--- config.mk ---
export PLATFORM = sky130hd
export DESIGN_NAME = cpu
export DESIGN_NICKNAME = d
export VERILOG_FILES = /design/src/source/cpu_pkg.sv /design/src/source/regfile_if.sv /design/src/source/alu.sv /design/src/source/control_unit.sv /design/src/source/cpu.sv /design/src/source/operand_select.sv /design/src/source/register_slice.sv /design/src/source/write_decoder.sv
export SDC_FILE = /design/constraint.sdc
export NUM_CORES = 1
export LEC_CHECK = 0
export ABC_AREA = 1
export BUFFER_PORTS_ARGS = -buffer_cell sky130_fd_sc_hd__buf_2
export CAP_MARGIN = 10
export CORE_ASPECT_RATIO = 1.2
export CORE_MARGIN = 2
export CORE_UTILIZATION = 35
export CTS_BUF_LIST = sky130_fd_sc_hd__clkbuf_4
export CTS_CLUSTER_SIZE = 14
export DETAILED_ROUTE_END_ITERATION = 8
export PLACE_DENSITY_LB_ADDON = 0.1
export SYNTH_ARGS = -nofsm -noshare
export SYNTH_HDL_FRONTEND = slang
export SYNTH_SLANG_ARGS = --single-unit
--- constraint.sdc ---
create_clock -name clock -period 2.3 [get_ports clock]
set_clock_uncertainty 0.2 [all_clocks]
set_input_delay 0.115 -clock clock [delete_from_list [all_inputs] [get_ports clock]]
set_output_delay 0.115 -clock clock [all_outputs]
set_load 0.1 [all_outputs]
--- src/source/cpu_pkg.sv ---
package cpu_pkg;

    typedef logic [31:0] word_t;
    typedef logic [15:0] half_t;
    typedef logic [2:0]  reg_index_t;
    typedef logic [5:0]  opcode_t;

    // every opcode above OP_BRF runs as a no-operation
    localparam opcode_t OP_ADD   = 6'd0;
    localparam opcode_t OP_SUB   = 6'd1;
    localparam opcode_t OP_AND   = 6'd2;
    localparam opcode_t OP_OR    = 6'd3;
    localparam opcode_t OP_XOR   = 6'd4;
    localparam opcode_t OP_LDI   = 6'd5;
    localparam opcode_t OP_CMP   = 6'd6;
    localparam opcode_t OP_STORE = 6'd7;
    localparam opcode_t OP_LOAD  = 6'd8;
    localparam opcode_t OP_BRF   = 6'd9;

    // fetch, execute, then an optional load or store
    typedef enum logic [2:0] {
        FETCH_ADDR,
        FETCH_DATA,
        EXECUTE,
        LOAD_ADDR,
        LOAD_DATA,
        STORE_REQ,
        STORE_RESP
    } cpu_state_t;

endpackage

--- src/source/regfile_if.sv ---
interface regfile_if #(
    parameter int REG_COUNT = 8
);

    // write side, broadcast to every slice
    logic [REG_COUNT-1:0] we;
    cpu_pkg::word_t       wdata;
    logic                 wflag;

    // one lane per slice
    cpu_pkg::word_t       q [REG_COUNT];
    logic [REG_COUNT-1:0] fq;

    modport writer (output we, wdata, wflag);
    modport slice  (input we, wdata, wflag, output q, fq);
    modport reader (input q, fq);

endinterface

--- src/source/alu.sv ---
module alu (
    input  cpu_pkg::opcode_t opcode,
    input  cpu_pkg::word_t   operand_a,
    input  cpu_pkg::word_t   operand_b,
    input  cpu_pkg::half_t   value,
    input  logic             high_low,
    output cpu_pkg::word_t   result,
    output logic             flag_out
);

    logic [32:0] sum;
    logic [32:0] difference;

    // bit 32 holds the carry of the sum and the borrow of the difference
    assign sum        = {1'b0, operand_a} + {1'b0, operand_b};
    assign difference = {1'b0, operand_a} - {1'b0, operand_b};

    always_comb
    begin
        result   = '0;
        flag_out = 1'b0;
        case (opcode)
            cpu_pkg::OP_ADD:
            begin
                result   = sum[31:0];
                flag_out = sum[32];
            end
            cpu_pkg::OP_SUB:
            begin
                result   = difference[31:0];
                flag_out = difference[32];
            end
            cpu_pkg::OP_AND:
            begin
                result   = operand_a & operand_b;
                flag_out = (result == '0);
            end
            cpu_pkg::OP_OR:
            begin
                result   = operand_a | operand_b;
                flag_out = (result == '0);
            end
            cpu_pkg::OP_XOR:
            begin
                result   = operand_a ^ operand_b;
                flag_out = (result == '0);
            end
            cpu_pkg::OP_LDI:
            begin
                result = high_low ? {value, 16'h0000} : {16'h0000, value};
            end
            cpu_pkg::OP_CMP:
            begin
                // unsigned a below b
                result   = difference[31:0];
                flag_out = (operand_a < operand_b);
            end
            default:
            begin
                result   = '0;
                flag_out = 1'b0;
            end
        endcase
    end

endmodule

--- src/source/control_unit.sv ---
module control_unit (
    input  logic                clock,
    input  logic                rst,
    output cpu_pkg::word_t      araddr,
    output logic [2:0]          arprot,
    output logic                arvalid,
    input  logic                arready,
    input  cpu_pkg::word_t      rdata,
    input  logic                rvalid,
    output logic                rready,
    output cpu_pkg::word_t      awaddr,
    output logic                awvalid,
    input  logic                awready,
    output cpu_pkg::word_t      wdata,
    output logic                wvalid,
    input  logic                wready,
    input  logic                bvalid,
    output logic                bready,
    output logic                wr_en,
    output cpu_pkg::reg_index_t wr_index,
    output cpu_pkg::word_t      wr_data,
    output logic                wr_flag,
    output cpu_pkg::reg_index_t index_a,
    output cpu_pkg::reg_index_t index_b,
    input  cpu_pkg::word_t      operand_a,
    input  cpu_pkg::word_t      operand_b,
    input  logic                branch_flag,
    output cpu_pkg::opcode_t    opcode,
    output cpu_pkg::half_t      value,
    output logic                high_low,
    input  cpu_pkg::word_t      alu_result,
    input  logic                alu_flag
);

    cpu_pkg::cpu_state_t state;
    cpu_pkg::word_t      pc;
    cpu_pkg::word_t      instr;
    cpu_pkg::word_t      mem_addr;
    cpu_pkg::word_t      store_data;
    logic                alu_write;

    // instruction fields
    assign opcode   = instr[5:0];
    assign index_a  = instr[8:6];
    assign index_b  = instr[11:9];
    assign wr_index = instr[14:12];
    assign high_low = instr[15];
    assign value    = instr[31:16];

    // ADD through CMP write a register and its flag
    assign alu_write = (opcode <= cpu_pkg::OP_CMP);

    // a load writes on the read data handshake
    assign wr_en   = (state == cpu_pkg::EXECUTE && alu_write) ||
                     (state == cpu_pkg::LOAD_DATA && rvalid);
    assign wr_data = (state == cpu_pkg::LOAD_DATA) ? rdata : alu_result;
    assign wr_flag = (state == cpu_pkg::LOAD_DATA) ? (rdata == '0) : alu_flag;

    assign araddr = (state == cpu_pkg::LOAD_ADDR) ? mem_addr : pc;
    assign arprot = (state == cpu_pkg::LOAD_ADDR) ? 3'b000 : 3'b100;
    assign awaddr = mem_addr;
    assign wdata  = store_data;

    always_ff @(posedge clock)
    begin
        if (rst)
        begin
            state   <= cpu_pkg::FETCH_ADDR;
            pc      <= '0;
            arvalid <= 1'b0;
            rready  <= 1'b0;
            awvalid <= 1'b0;
            wvalid  <= 1'b0;
            bready  <= 1'b0;
        end
        else
        begin
            case (state)
                cpu_pkg::FETCH_ADDR:
                begin
                    // only the first fetch after reset raises arvalid here
                    if (!arvalid)
                        arvalid <= 1'b1;
                    else if (arready)
                    begin
                        arvalid <= 1'b0;
                        rready  <= 1'b1;
                        state   <= cpu_pkg::FETCH_DATA;
                    end
                end
                cpu_pkg::FETCH_DATA:
                begin
                    if (rvalid)
                    begin
                        rready <= 1'b0;
                        state  <= cpu_pkg::EXECUTE;
                    end
                end
                cpu_pkg::EXECUTE:
                begin
                    if (opcode == cpu_pkg::OP_BRF && branch_flag)
                        pc <= cpu_pkg::word_t'({value, 2'b00});
                    else
                        pc <= pc + 32'd4;
                    if (opcode == cpu_pkg::OP_LOAD)
                    begin
                        arvalid <= 1'b1;
                        state   <= cpu_pkg::LOAD_ADDR;
                    end
                    else if (opcode == cpu_pkg::OP_STORE)
                    begin
                        awvalid <= 1'b1;
                        wvalid  <= 1'b1;
                        state   <= cpu_pkg::STORE_REQ;
                    end
                    else
                    begin
                        arvalid <= 1'b1;
                        state   <= cpu_pkg::FETCH_ADDR;
                    end
                end
                cpu_pkg::LOAD_ADDR:
                begin
                    if (arready)
                    begin
                        arvalid <= 1'b0;
                        rready  <= 1'b1;
                        state   <= cpu_pkg::LOAD_DATA;
                    end
                end
                cpu_pkg::LOAD_DATA:
                begin
                    if (rvalid)
                    begin
                        rready  <= 1'b0;
                        arvalid <= 1'b1;
                        state   <= cpu_pkg::FETCH_ADDR;
                    end
                end
                cpu_pkg::STORE_REQ:
                begin
                    // address and data complete independently
                    if (awready)
                        awvalid <= 1'b0;
                    if (wready)
                        wvalid <= 1'b0;
                    if ((!awvalid || awready) && (!wvalid || wready))
                    begin
                        bready <= 1'b1;
                        state  <= cpu_pkg::STORE_RESP;
                    end
                end
                cpu_pkg::STORE_RESP:
                begin
                    if (bvalid)
                    begin
                        bready  <= 1'b0;
                        arvalid <= 1'b1;
                        state   <= cpu_pkg::FETCH_ADDR;
                    end
                end
                default:
                    state <= cpu_pkg::FETCH_ADDR;
            endcase
        end
    end

    // memory address and store data are frozen during EXECUTE
    always_ff @(posedge clock)
    begin
        if (state == cpu_pkg::FETCH_DATA && rvalid)
            instr <= rdata;
        if (state == cpu_pkg::EXECUTE)
        begin
            mem_addr   <= operand_a + cpu_pkg::word_t'(value);
            store_data <= operand_b;
        end
    end

endmodule

--- src/source/cpu.sv ---
module cpu #(
    parameter int REG_COUNT = 8
) (
    input  logic           clock,
    input  logic           rst,
    output cpu_pkg::word_t araddr,
    output logic [2:0]     arprot,
    output logic           arvalid,
    input  logic           arready,
    input  cpu_pkg::word_t rdata,
    input  logic [1:0]     rresp,
    input  logic           rvalid,
    output logic           rready,
    output cpu_pkg::word_t awaddr,
    output logic [2:0]     awprot,
    output logic           awvalid,
    input  logic           awready,
    output cpu_pkg::word_t wdata,
    output logic [3:0]     wstrb,
    output logic           wvalid,
    input  logic           wready,
    input  logic [1:0]     bresp,
    input  logic           bvalid,
    output logic           bready
);

    logic                wr_en;
    cpu_pkg::reg_index_t wr_index;
    cpu_pkg::word_t      wr_data;
    logic                wr_flag;
    cpu_pkg::reg_index_t index_a;
    cpu_pkg::reg_index_t index_b;
    cpu_pkg::word_t      operand_a;
    cpu_pkg::word_t      operand_b;
    logic                branch_flag;
    cpu_pkg::opcode_t    opcode;
    cpu_pkg::half_t      value;
    logic                high_low;
    cpu_pkg::word_t      alu_result;
    logic                alu_flag;

    // full-word writes only, unprivileged data
    assign wstrb  = 4'b1111;
    assign awprot = 3'b000;
    // rresp and bresp are not checked, every response counts as OKAY

    regfile_if #(.REG_COUNT(REG_COUNT)) rf_bus ();

    control_unit control (
        .clock(clock), .rst(rst),
        .araddr(araddr), .arprot(arprot), .arvalid(arvalid), .arready(arready),
        .rdata(rdata), .rvalid(rvalid), .rready(rready),
        .awaddr(awaddr), .awvalid(awvalid), .awready(awready),
        .wdata(wdata), .wvalid(wvalid), .wready(wready),
        .bvalid(bvalid), .bready(bready),
        .wr_en(wr_en), .wr_index(wr_index), .wr_data(wr_data), .wr_flag(wr_flag),
        .index_a(index_a), .index_b(index_b),
        .operand_a(operand_a), .operand_b(operand_b), .branch_flag(branch_flag),
        .opcode(opcode), .value(value), .high_low(high_low),
        .alu_result(alu_result), .alu_flag(alu_flag)
    );

    alu alu_unit (
        .opcode(opcode), .operand_a(operand_a), .operand_b(operand_b),
        .value(value), .high_low(high_low),
        .result(alu_result), .flag_out(alu_flag)
    );

    write_decoder #(.REG_COUNT(REG_COUNT)) decoder (
        .wr_en(wr_en), .wr_index(wr_index), .wr_data(wr_data), .wr_flag(wr_flag),
        .bus(rf_bus.writer)
    );

    generate
        for (genvar i = 0; i < REG_COUNT; i++)
        begin : g_slice
            register_slice slice (
                .clock(clock),
                .rst(rst),
                .bus(rf_bus.slice),
                .index(cpu_pkg::reg_index_t'(i))
            );
        end
    endgenerate

    operand_select #(.REG_COUNT(REG_COUNT)) selector (
        .bus(rf_bus.reader),
        .index_a(index_a), .index_b(index_b),
        .operand_a(operand_a), .operand_b(operand_b), .branch_flag(branch_flag)
    );

endmodule

--- src/source/operand_select.sv ---
module operand_select #(
    parameter int REG_COUNT = 8
) (
    regfile_if.reader           bus,
    input  cpu_pkg::reg_index_t index_a,
    input  cpu_pkg::reg_index_t index_b,
    output cpu_pkg::word_t      operand_a,
    output cpu_pkg::word_t      operand_b,
    output logic                branch_flag
);

    // maps a 3-bit index onto the slices that exist
    function automatic int unsigned lane(input cpu_pkg::reg_index_t index);
        return index % REG_COUNT;
    endfunction

    assign operand_a = bus.q[lane(index_a)];
    assign operand_b = bus.q[lane(index_b)];

    // a branch tests the flag chosen by source index a
    assign branch_flag = bus.fq[lane(index_a)];

endmodule

--- src/source/register_slice.sv ---
module register_slice (
    input  logic                clock,
    input  logic                rst,
    regfile_if.slice            bus,
    input  cpu_pkg::reg_index_t index
);

    // the slice owns only lane index of q and fq
    always @(posedge clock)
    begin
        if (rst)
        begin
            bus.q[index]  <= '0;
            bus.fq[index] <= 1'b0;
        end
        else if (bus.we[index])
        begin
            bus.q[index]  <= bus.wdata;
            bus.fq[index] <= bus.wflag;
        end
    end

endmodule

--- src/source/write_decoder.sv ---
module write_decoder #(
    parameter int REG_COUNT = 8
) (
    input  logic                wr_en,
    input  cpu_pkg::reg_index_t wr_index,
    input  cpu_pkg::word_t      wr_data,
    input  logic                wr_flag,
    regfile_if.writer           bus
);

    // one-hot strobe, upper indices wrap when REG_COUNT is below 8
    always_comb
    begin
        for (int i = 0; i < REG_COUNT; i++)
        begin
            bus.we[i] = wr_en && ((wr_index % REG_COUNT) == i);
        end
    end

    // data and flag go to all slices, only the strobed one takes them
    assign bus.wdata = wr_data;
    assign bus.wflag = wr_flag;

endmodule

==> results of run 1 <==
## what timing repair did
| action | CTS | global route |
|---|---|---|
| hold buffers | 30 | 0 |
| setup endpoints to repair | 0 | 8 |
| setup buffers | 0 | 1 |
| endpoints found under the hold margin | 32 | 0 |
| resized for setup | 0 | 3 |
## report_power, final
group          internal, mW  switching [mW]  leakage (nW)
logic                 0.441            1.66          1.54
registers              1.60          0.0606         0.654
clock network         0.348           0.531        0.0792
## metal layers
metal | vias to the layer above | GRT usage (%) | wire length (µm)
li1 | 1797 | - | -
met1 | 1542 | 18.1 | 3920
met2 | 86 | 24.5 | 4280
met3 | 12 | 4.52 | 557
met4 | 0 | 5.26 | 131
met5 | - | 0 | 0
## worst max-delay path by stage
| stage | end | slack [ns] | cells after the start |
|---|---|---|---|
| after floorplan | araddr[10] | -0.25 | 4 |
| after global placement | control.pc[23]$_SDFFE_PP0N_ | 0.50 | 9 |
| after detailed placement | control.pc[23]$_SDFFE_PP0N_ | 0.50 | 9 |
| after CTS | araddr[13] | 0.05 | 5 |
| after global routing | araddr[5] | -0.006 | 6 |
| final | araddr[14] | 0.11 | 5 |
## cells in the final DEF (no fill, tap or decap), drive strengths merged
cell and count:
a211oi 1, a21oi 20, and2 1, buf 93, bufinv 1, clkbuf 10
clkinv 2, clkinvlp 1, conb 57, dfxtp 38, dlygate4sd3 30, edfxtp 38
ha 1, inv 78, nand2 113, nand3 34, nand3b 1, nand4 9
nor2 88, nor3 7, o21ai 31, xor2 1
## metrics by stage
stage,setup slack (ns),instances,hold slack (ns),setup TNS [ns]
3_5_place_dp,0.502,765,0.0931,0
4_1_cts,0.0485,811,0.135,0
2_1_floorplan,-0.246,584,0.00496,-4.67
3_3_place_gp,0.504,765,0.0927,0
6_report,0.109,812,0.171,0
5_1_grt,-0.00646,812,0.144,-0.0107
## kinds of logic (layout without fill, tap and decap cells)
| logic type | Yosys count | after routing | share of synthesized area, % |
|---|---|---|---|
| AOI/OAI and AO/OA | 52 | 52 | 6.36 |
| adders and majority gates | 1 | 1 | 0.303 |
| other | 2 | 57 | 0.182 |
| and+or+nand+nor | 253 | 253 | 27.8 |
| DFF | 76 | 76 | 46.0 |
| xor gates and xnor gates | 1 | 1 | 0.212 |
| buffers and inverters | 144 | 215 | 19.1 |
## critical path, stage by stage, from the launching register on
cell	delay, ns
dfxtp_1	0.52
nor2_4	0.13
inv_1	0.24
nand2_1	0.08
nand2_1	0.06
buf_2	0.42
## flip-flops by register name, summed over array words and instances, names as in the netlist
| name | count |
|---|---|
| control.awaddr | 16 |
| control.bready | 1 |
| control.instr | 22 |
| control.rready | 1 |
| control.arvalid | 1 |
| control.pc | 30 |
| control.state | 3 |
| control.wvalid | 1 |
| control.awvalid | 1 |
## area by class of cell
cell class | instances | area, µm²
Timing Repair Buffer | 124 | 1030
Tap cell | 157 | 196
Multi-Input combinational cell | 364 | 1690
Clock inverter | 7 | 80.1
Sequential cell | 76 | 1900
Inverter | 75 | 289
Clock buffer | 9 | 67.6
Fill cell | 1171 | 6260
==> out/metrics.yaml, run 1 <==
run_status:
  status: "finished clean"
power_and_ir_drop:
  p_total_mw: 4.64
  p_per_area_nw_per_um2: 882
  leakagePower_nw: 2.28
  ir_drop_mv: 0.508
clock_network:
  cts_buffers: 9
  cts_tree: "done"
  clk_pin_slew_worst_paths_ns: 0.14
  clock_latency_ns: 0.44
  root_buffer: "clkbuf_4"
  cts_sinks: 76
  htree_levels: 3
  clock_path_buffers: 2
route:
  vias: 3437
  avgViaCountPerCell: 4.23
  drt-initial-drc-count: 122
  antenna_left: 0
  wl_per_cell_um: 11.0
  dr.pass1.iters: 4
  drc: 0
  routed_wl_mm: 8.90
grt:
  grt_pass1_vias: 3133
  overflow: 0
  grt_pass1_wl_mm: 14.5
  grt_max_degree: 23
  grt_usage_pct: 14.8
  antenna_found_initial: 0
die:
  initial_core_util_pct: 35.9
  die-area_um2: 12700
  die_x_um: 103
  coreArea_um2: 11500
  die_y_um: 123
  io_pins: 154
  num_rows: 43
critical_path:
  ff2ff_setup_slack_ns: 0.23
  ff2ff_path_depth: 7
  start_kind: "register"
  worstReg2RegStart: "control.state[2]$_SDFFE_PP0P_"
  worstPathArrival_ns: 1.88
  crit_type: "register to output pin"
  crit_fanout: 8
  worst_setup_path_end_kind: "output pin"
  crit_start: "control.state[2]$_SDFFE_PP0P_"
  r2r_end: "control.awvalid$_SDFFE_PP0P_"
  required_ns: 1.99
synth:
  synth_most_common_cell: "nand2_1"
  synthFlopType: "edfxtp_1"
  avgSynthCellArea_um2: 7.81
  synthArstFlopShare_pct: 0
  synth_edf_count: 38
  synthDistinctLibCells: 33
  synthTopCellsByArea: "edfxtp_1 (28%), dfxtp_1 (18%), buf_4 (11%), nand2_1 (10%), nor2_1 (7.0%)"
  synth_seq_cells: 76
  yosysWarnings: 528
  netlist_instances: 529
  yosys.area.top_type: "edfxtp_1"
  ys_seq_area_share_pct: 46.0
  synthTopCellsByCount: "nand2_1 (110), nor2_1 (77), inv_1 (69)"
  synth_area_um2: 4130
  yosysTopAreaCellShare_pct: 27.6
timing:
  fin_crit_sh_pct: 95.3
  hold_violations: 0
  min_period_ns: 2.19
  maxSlewViolCount: 0
  max_freq_ghz: 0.456
  rsz0062_at_grt: "true"
  setup_viol: 0
worst_hold_path:
  hp-class: "primary input to register"
  min-delay-start: "rdata[28]"
  holdPathEnd: "control.instr[28]$_DFFE_PP_"
  holdPathStages: 2
final_layout:
  fin_util_pct: 45.7
  fin_area_um2: 5260
  layout-drive-gt1-share_pct: 22.4
  area_growth_pct: 27.3
  nets: 694
  antenna_cells: 0
placement:
  io_buffers: 82
  dpl_cell_area_um2: 4790
  gp_congestion: 0.825
  hpwl_mm: 6.73
flow_run:
  drv_cap: 0
(Power assumes the default switching activity.)
==> run 2: changes to the inputs <==
--- a/config.mk
+++ b/config.mk
@@ -5,7 +5,6 @@
 export SDC_FILE = /design/constraint.sdc
 export NUM_CORES = 1
 export LEC_CHECK = 0
-export ABC_AREA = 1
 export BUFFER_PORTS_ARGS = -buffer_cell sky130_fd_sc_hd__buf_2
 export CAP_MARGIN = 10
 export CORE_ASPECT_RATIO = 1.2
==> out/metrics.yaml, run 2 <==
worst_hold_path:
  hp-class: "primary input to register"
  holdPathEnd: "control.instr[29]$_DFFE_PP_"
  min-delay-start: "rdata[29]"
  holdPathStages: 2  # unchanged
final_layout:
  final_cell_count_no_fill: 624  # -23%
  top_register: "control.pc"
  final_cell_mix: "conb_1 (57), buf_2 (57), edfxtp_1 (38)"
  nets: 534  # -23%
  antenna_cells: 0  # unchanged
  layout-drive-gt1-share_pct: 31.7  # +9.3 points
  largest_register_ffs: 30  # unchanged
  fin_util_pct: 47.1  # +1.4 points
  area_growth_pct: 30.4
die:
  die_x_um: 99.3  # -3.7%
  die-area_um2: 11800  # -7.3%
  die_y_um: 118  # -3.8%
  coreArea_um2: 10600  # -8.2%
  num_rows: 41  # -4.7%
  io_pins: 154  # unchanged
  initial_core_util_pct: 36.1  # +0.24 points
critical_path:
  crit_fanout: 14  # +6
  crit_type: "register to output pin"
  start_kind: "register"
  path_buf_inv: 3  # +1
  crit_chain: "buf_8 > nor2b_4 > nand2_2 > buf_6 > mux2_2 > buf_12"
  r2r_end: "control.pc[31]$_SDFFE_PP0N_"
  worst_setup_path_end_kind: "output pin"
  crit_slowest_cell: "mux2_2"
  ff2ff_setup_slack_ns: 0.14  # -0.09 ns
  path_delay_family: "buffers and inverters"
  worstPathArrival_ns: 1.89  # about the same
  worstReg2RegStart: "control.pc[15]$_SDFFE_PP0N_"
  ff2ff_path_depth: 4  # -3
  required_ns: 1.99  # about the same
  slowest_delay_ns: 0.38  # -0.14 ns
power_and_ir_drop:
  ir_drop_mv: 0.376  # -26%
  leakagePower_nw: 1.96  # -14%
  p_per_area_nw_per_um2: 769  # -13%
synth:
  synthArstFlopShare_pct: 0  # unchanged
  synth_compound_area_share_pct: 11.1  # +4.7 points
  synth_top_family_by_area: "simple AND/OR/NAND/NOR gates"
  yosys.area.top_type: "edfxtp_1"
  synth_area_um2: 3820  # -7.6%
  synth-xor-area-share_pct: 2.07  # +1.9 points
  avgSynthCellArea_um2: 10.4  # +33%
  synthSimpleGateAreaFrac_pct: 17.1  # -11 points
  synthDistinctLibCells: 51  # +55%
  yosysWarnings: 528  # unchanged
  synth_most_common_cell: "buf_4"
  synth_fa_ha_area_share_pct: 0.328  # +0.025 points
  synthFlopType: "edfxtp_1"
  ys_seq_area_share_pct: 49.8  # +3.8 points
  netlist_instances: 368  # -30%
  yosysTopAreaCellShare_pct: 29.9  # +2.3 points
  synth_mux_area_share_pct: 5.51  # +5.5 points
  synthTopCellsByArea: "edfxtp_1 (30%), dfxtp_1 (20%), buf_4 (11%), mux2_2 (4.7%), a21oi_1 (3.8%)"
  synthTopCellsByCount: "buf_4 (57), dfxtp_1 (38), edfxtp_1 (38)"
  synth_edf_count: 38  # unchanged
  synth_seq_cells: 76  # unchanged
clock_network:
  clock_latency_ns: 0.43  # about the same
  htree_levels: 3  # unchanged
  clk_pin_slew_worst_paths_ns: 0.13  # about the same
  clock_path_buffers: 2  # unchanged
  cts_sinks: 76  # unchanged
  cts_tree: "done"
  cts_buffers: 9  # unchanged
  root_buffer: "clkbuf_4"
grt:
  grt_max_degree: 28  # +22%
  antenna_found_initial: 0  # unchanged
  globalRoute.busiestLayer: "met2"
  grt_pass1_vias: 2804  # -11%
  use_met3_pct: 4.38  # -0.15 points
  overflow: 0  # unchanged
  grt_use_met2_pct: 23.9  # -0.57 points
  grt_usage_pct: 14.5  # -0.26 points
  grt_use_met1_pct: 17.5  # -0.59 points
  grt_pass1_wl_mm: 13.5  # -6.5%
route:
  drc: 0  # unchanged
  vias: 2970  # -14%
  routed_wl_mm: 8.48  # -4.7%
  avgViaCountPerCell: 4.76  # +12%
  drt-initial-drc-count: 88  # -28%
  wl_per_cell_um: 13.6  # +24%
  antenna_left: 0  # unchanged
  dr.pass1.iters: 4  # unchanged
placement:
  hpwl_mm: 5.79  # -14%
  io_buffers: 82  # unchanged
  numPlacedInstances: 576  # -25%
  gp_congestion: 0.766  # -7.0%
timing:
  hold_violations: 0  # unchanged
  setup_viol: 0  # unchanged
  maxSlewViolCount: 0  # unchanged
  relSlewSlack_pct: 65.5
  max_freq_ghz: 0.454  # -0.52%
  fin_tns_setup_ns: 0  # unchanged
  fin_crit_sh_pct: 95.8  # +0.50 points
  hold_slack_ns: 0.184  # +0.0134 ns
  worstMarginPinSlew_ns: 0.517
  min_period_ns: 2.20  # +0.0115 ns
flow_run:
  drv_cap: 0  # unchanged
run_status:
  status: "finished clean"
[run 2: cell families after synthesis]
| family | after synthesis |
|---|---|
| AOI/OAI and AO/OA | 68 |
| and+or+nand+nor | 111 |
| adders and majority gates | 1 |
| xor gates and xnor gates | 9 |
| DFF | 76 |
| other | 2 |
| muxes | 19 |
| buffers and inverters | 82 |
[run 2: area by class of cell]
| cell class | instances | area, µm² |
|---|---|---|
| clock inverters | 7 | 51.3 |
| well taps | 129 | 161 |
| repair buffers | 129 | 1130 |
| flip-flops and latches | 76 | 1910 |
| multi-input cells | 265 | 1630 |
| fillers | 1009 | 5590 |
| clock buffers | 9 | 67.6 |
| inverters | 9 | 33.8 |
[run 2: timing repair]
action,4_1_cts,5_1_grt
hold endpoints to repair,51,0
hold buffers,29,0
buffers inserted,1,1
setup endpoints to repair,26,29
resized for setup,11,14
pin swaps,0,1
cloned,0,1
[run 2: per-stage QoR]
stage	power (mW)	worst slack [ns]	instance area, µm²
after floorplan	2.87	-0.174	4050
after global placement	3.06	0.146	4480
after detailed placement	3.07	0.143	4480
after CTS	3.84	-0.00497	4930
after global routing	4.01	-0.00243	4980
final	3.83	0.0975	4980
[run 2: worst max path at each step]
stage / from / endpoint / slack (ns) / depth (start not counted)
2_1_floorplan: control.state[1]$_SDFFE_PP0P_ / araddr[18] / -0.17 / 3
3_3_place_gp: control.pc[15]$_SDFFE_PP0N_ / control.pc[31]$_SDFFE_PP0N_ / 0.15 / 4
3_5_place_dp: control.pc[15]$_SDFFE_PP0N_ / control.pc[31]$_SDFFE_PP0N_ / 0.14 / 4
4_1_cts: control.state[0]$_SDFFE_PP0P_ / araddr[15] / -0.005 / 6
5_1_grt: control.state[0]$_SDFFE_PP0P_ / araddr[13] / -0.002 / 6
6_report: control.state[0]$_SDFFE_PP0P_ / araddr[15] / 0.1 / 6
[run 2: power breakdown]
part	leakage, nW	switching, mW	internal (mW)
Sequential	0.654	0.0572	1.57
Clock	0.0623	0.499	0.225
Combinational	1.24	1.16	0.316
Total	1.96	1.71	2.11
[run 2: routing by layer]
metal | up-vias | part of all wire [%]
li1 | 1477 | -
met1 | 1374 | 44
met2 | 108 | 48
met3 | 11 | 6.3
met4 | 0 | 1.5
met5 | - | 0
[run 2: worst reg2reg max path, stage by stage, from the launching register on]
cell and delay, ns:
dfxtp_1 0.42, nand4_2 0.15, or4_4 0.66, nor4_1 0.29, mux2_2 0.36
==> run 3: changes to the inputs <==
--- a/config.mk
+++ b/config.mk
@@ -9,7 +9,7 @@
 export CAP_MARGIN = 10
 export CORE_ASPECT_RATIO = 1.2
 export CORE_MARGIN = 2
-export CORE_UTILIZATION = 35
+export CORE_UTILIZATION = 30
 export CTS_BUF_LIST = sky130_fd_sc_hd__clkbuf_4
 export CTS_CLUSTER_SIZE = 14
 export DETAILED_ROUTE_END_ITERATION = 8
==> out/metrics.yaml, run 3 (synthesized netlist as in run 2, its figures left out) <==
run_status:
  status: "finished clean"
critical_path:
  slowest_delay_ns: 0.39  # about the same
  worst_setup_path_end_kind: "output pin"
  path_delay_family: "multiplexers"
  required_ns: 1.99  # about the same
  crit_slowest_cell: "mux2_2"
  crit_fanout: 25  # +11
  cp_common_cell: "buf_12"
  crit_type: "register to output pin"
  path_buf_inv: 2  # -1
  crit_chain: "nor2b_2 > nand2_2 > buf_12 > mux2_2 > buf_12"
  start_kind: "register"
  worstPathArrival_ns: 1.86  # -0.03 ns
grt:
  grt_pass1_wl_mm: 13.6  # +0.71%
  grt_pass1_vias: 2690  # -4.1%
  overflow: 0  # unchanged
  grt_max_degree: 27  # -3.6%
  grt_usage_pct: 12.8  # -1.7 points
  antenna_found_initial: 1  # +1
route:
  drc: 0  # unchanged
  dr.pass1.iters: 4  # unchanged
  antenna_left: 0  # unchanged
  routed_wl_mm: 8.51  # +0.44%
  vias: 2948  # -0.74%
  wl_per_cell_um: 13.0  # -4.3%
  drt-initial-drc-count: 126  # +43%
  avgViaCountPerCell: 4.50  # -5.4%
power_and_ir_drop:
  p_per_area_nw_per_um2: 792  # +2.9%
  ir_drop_mv: 0.474  # +26%
  leakagePower_nw: 1.95  # -0.59%
timing:
  max_freq_ghz: 0.459  # +1.2%
  fin_ws_ns: 0.123  # +0.0251 ns
  fin_crit_sh_pct: 94.7  # -1.1 points
  setup_viol: 0  # unchanged
  relSlewSlack_pct: 62.2  # -3.3 points
  hold_violations: 0  # unchanged
  maxSlewViolCount: 0  # unchanged
  rsz0062_at_grt: "false"
  min_period_ns: 2.18  # -0.0251 ns
  worstMarginPinSlew_ns: 0.567  # +0.0495 ns
die:
  die_x_um: 107  # +7.7%
  die_y_um: 128  # +7.7%
  initial_core_util_pct: 30.4  # -5.7 points
  num_rows: 45  # +9.8%
  die-area_um2: 13600  # +16%
  io_pins: 154  # unchanged
  coreArea_um2: 12600  # +19%
final_layout:
  layout-drive-gt1-share_pct: 31.0  # -0.70 points
  nets: 529  # -0.94%
  fin_util_pct: 39.8  # -7.2 points
  layout_commonest_cell: "buf_2"
  fillerInstances: 1230  # +22%
  final_cell_mix: "buf_2 (59), conb_1 (57), edfxtp_1 (38)"
  largest_register_ffs: 30  # unchanged
  top_register: "control.pc"
  final_cell_count_no_fill: 655  # +5.0%
  area_growth_pct: 31.1
placement:
  hpwl_mm: 5.92  # +2.4%
  io_buffers: 82  # unchanged
  numPlacedInstances: 608  # +5.6%
  pre_cts_ws_ns: 0.112  # -0.0310 ns
  gp_congestion: 0.750  # -2.2%
clock_network:
  clock_latency_ns: 0.44  # about the same
  cts_tree: "done"
  clk_pin_slew_worst_paths_ns: 0.14  # about the same
  clock_path_buffers: 2  # unchanged
  cts_sinks: 76  # unchanged
  root_buffer: "clkbuf_4"
  cts_buffers: 9  # unchanged
  htree_levels: 3  # unchanged
worst_hold_path:
  hp-class: "primary input to register"
flow_run:
  drv_cap: 0  # unchanged
[run 3: changes by cell type in the layout (fill, tap and decap cells not counted), sizes merged]
cell and delta:
buf -4, clkinv -4, inv +3, bufinv +1
diode +1, dlygate4sd3 -1
[run 3: final cells by class]
cell class | count | area [µm²] | area share, %
sequential | 76 | 1900 | 38.0
multi-input combinational | 265 | 1630 | 32.6
timing repair buffer | 124 | 1080 | 21.6
tap | 164 | 205 | 4.10
clock inverter | 7 | 80.1 | 1.60
clock buffer | 9 | 67.6 | 1.35
inverter | 9 | 33.8 | 0.675
antenna | 1 | 2.50 | 0.0500
[run 3: worst paths after layout]
check	startpoint	endpoint	slack, ns	depth (start not counted)
min reg2reg	control.instr[27]$_DFFE_PP_	control.awaddr[11]$_DFFE_PN_	0.23	0
min	rdata[25]	control.instr[25]$_DFFE_PP_	0.17	2
max reg2reg	control.pc[15]$_SDFFE_PP0N_	control.pc[31]$_SDFFE_PP0N_	0.14	4
max	control.state[0]$_SDFFE_PP0P_	araddr[15]	0.12	5
[run 3: layer usage]
layer	share of wire [%]	global-route usage, %	vias up
met4	1.6	5.27	0
met2	48	21.0	96
met5	0	0	-
li1	-	-	1463
met3	5.8	3.62	10
met1	44	15.9	1379
[run 3: timing repair]
item                                   in CTS  in global routing
pin swaps                                   0                  1
hold buffers                               28                  0
resized for setup                           5                  6
setup endpoints to repair                  24                 22
buffers inserted                            0                  2
endpoints found under the hold margin      42                  0
[run 3: metrics by stage]
stage	cell area (µm²)	TNS [ns]	hold WS, ns	power [mW]
after floorplan	4050	-0.850	0.0139	2.87
after global placement	4530	0	0.0918	3.08
after detailed placement	4530	0	0.0931	3.08
after CTS	4970	0	0.127	4.01
after global routing	5000	0	0.123	4.14
final	5000	0	0.172	3.96
[run 3: report_power, final]
group          switching [mW]  total [mW]  internal [mW]
Combinational            1.15        1.45          0.299
Sequential             0.0618        1.63           1.57
Clock                   0.532       0.878          0.346
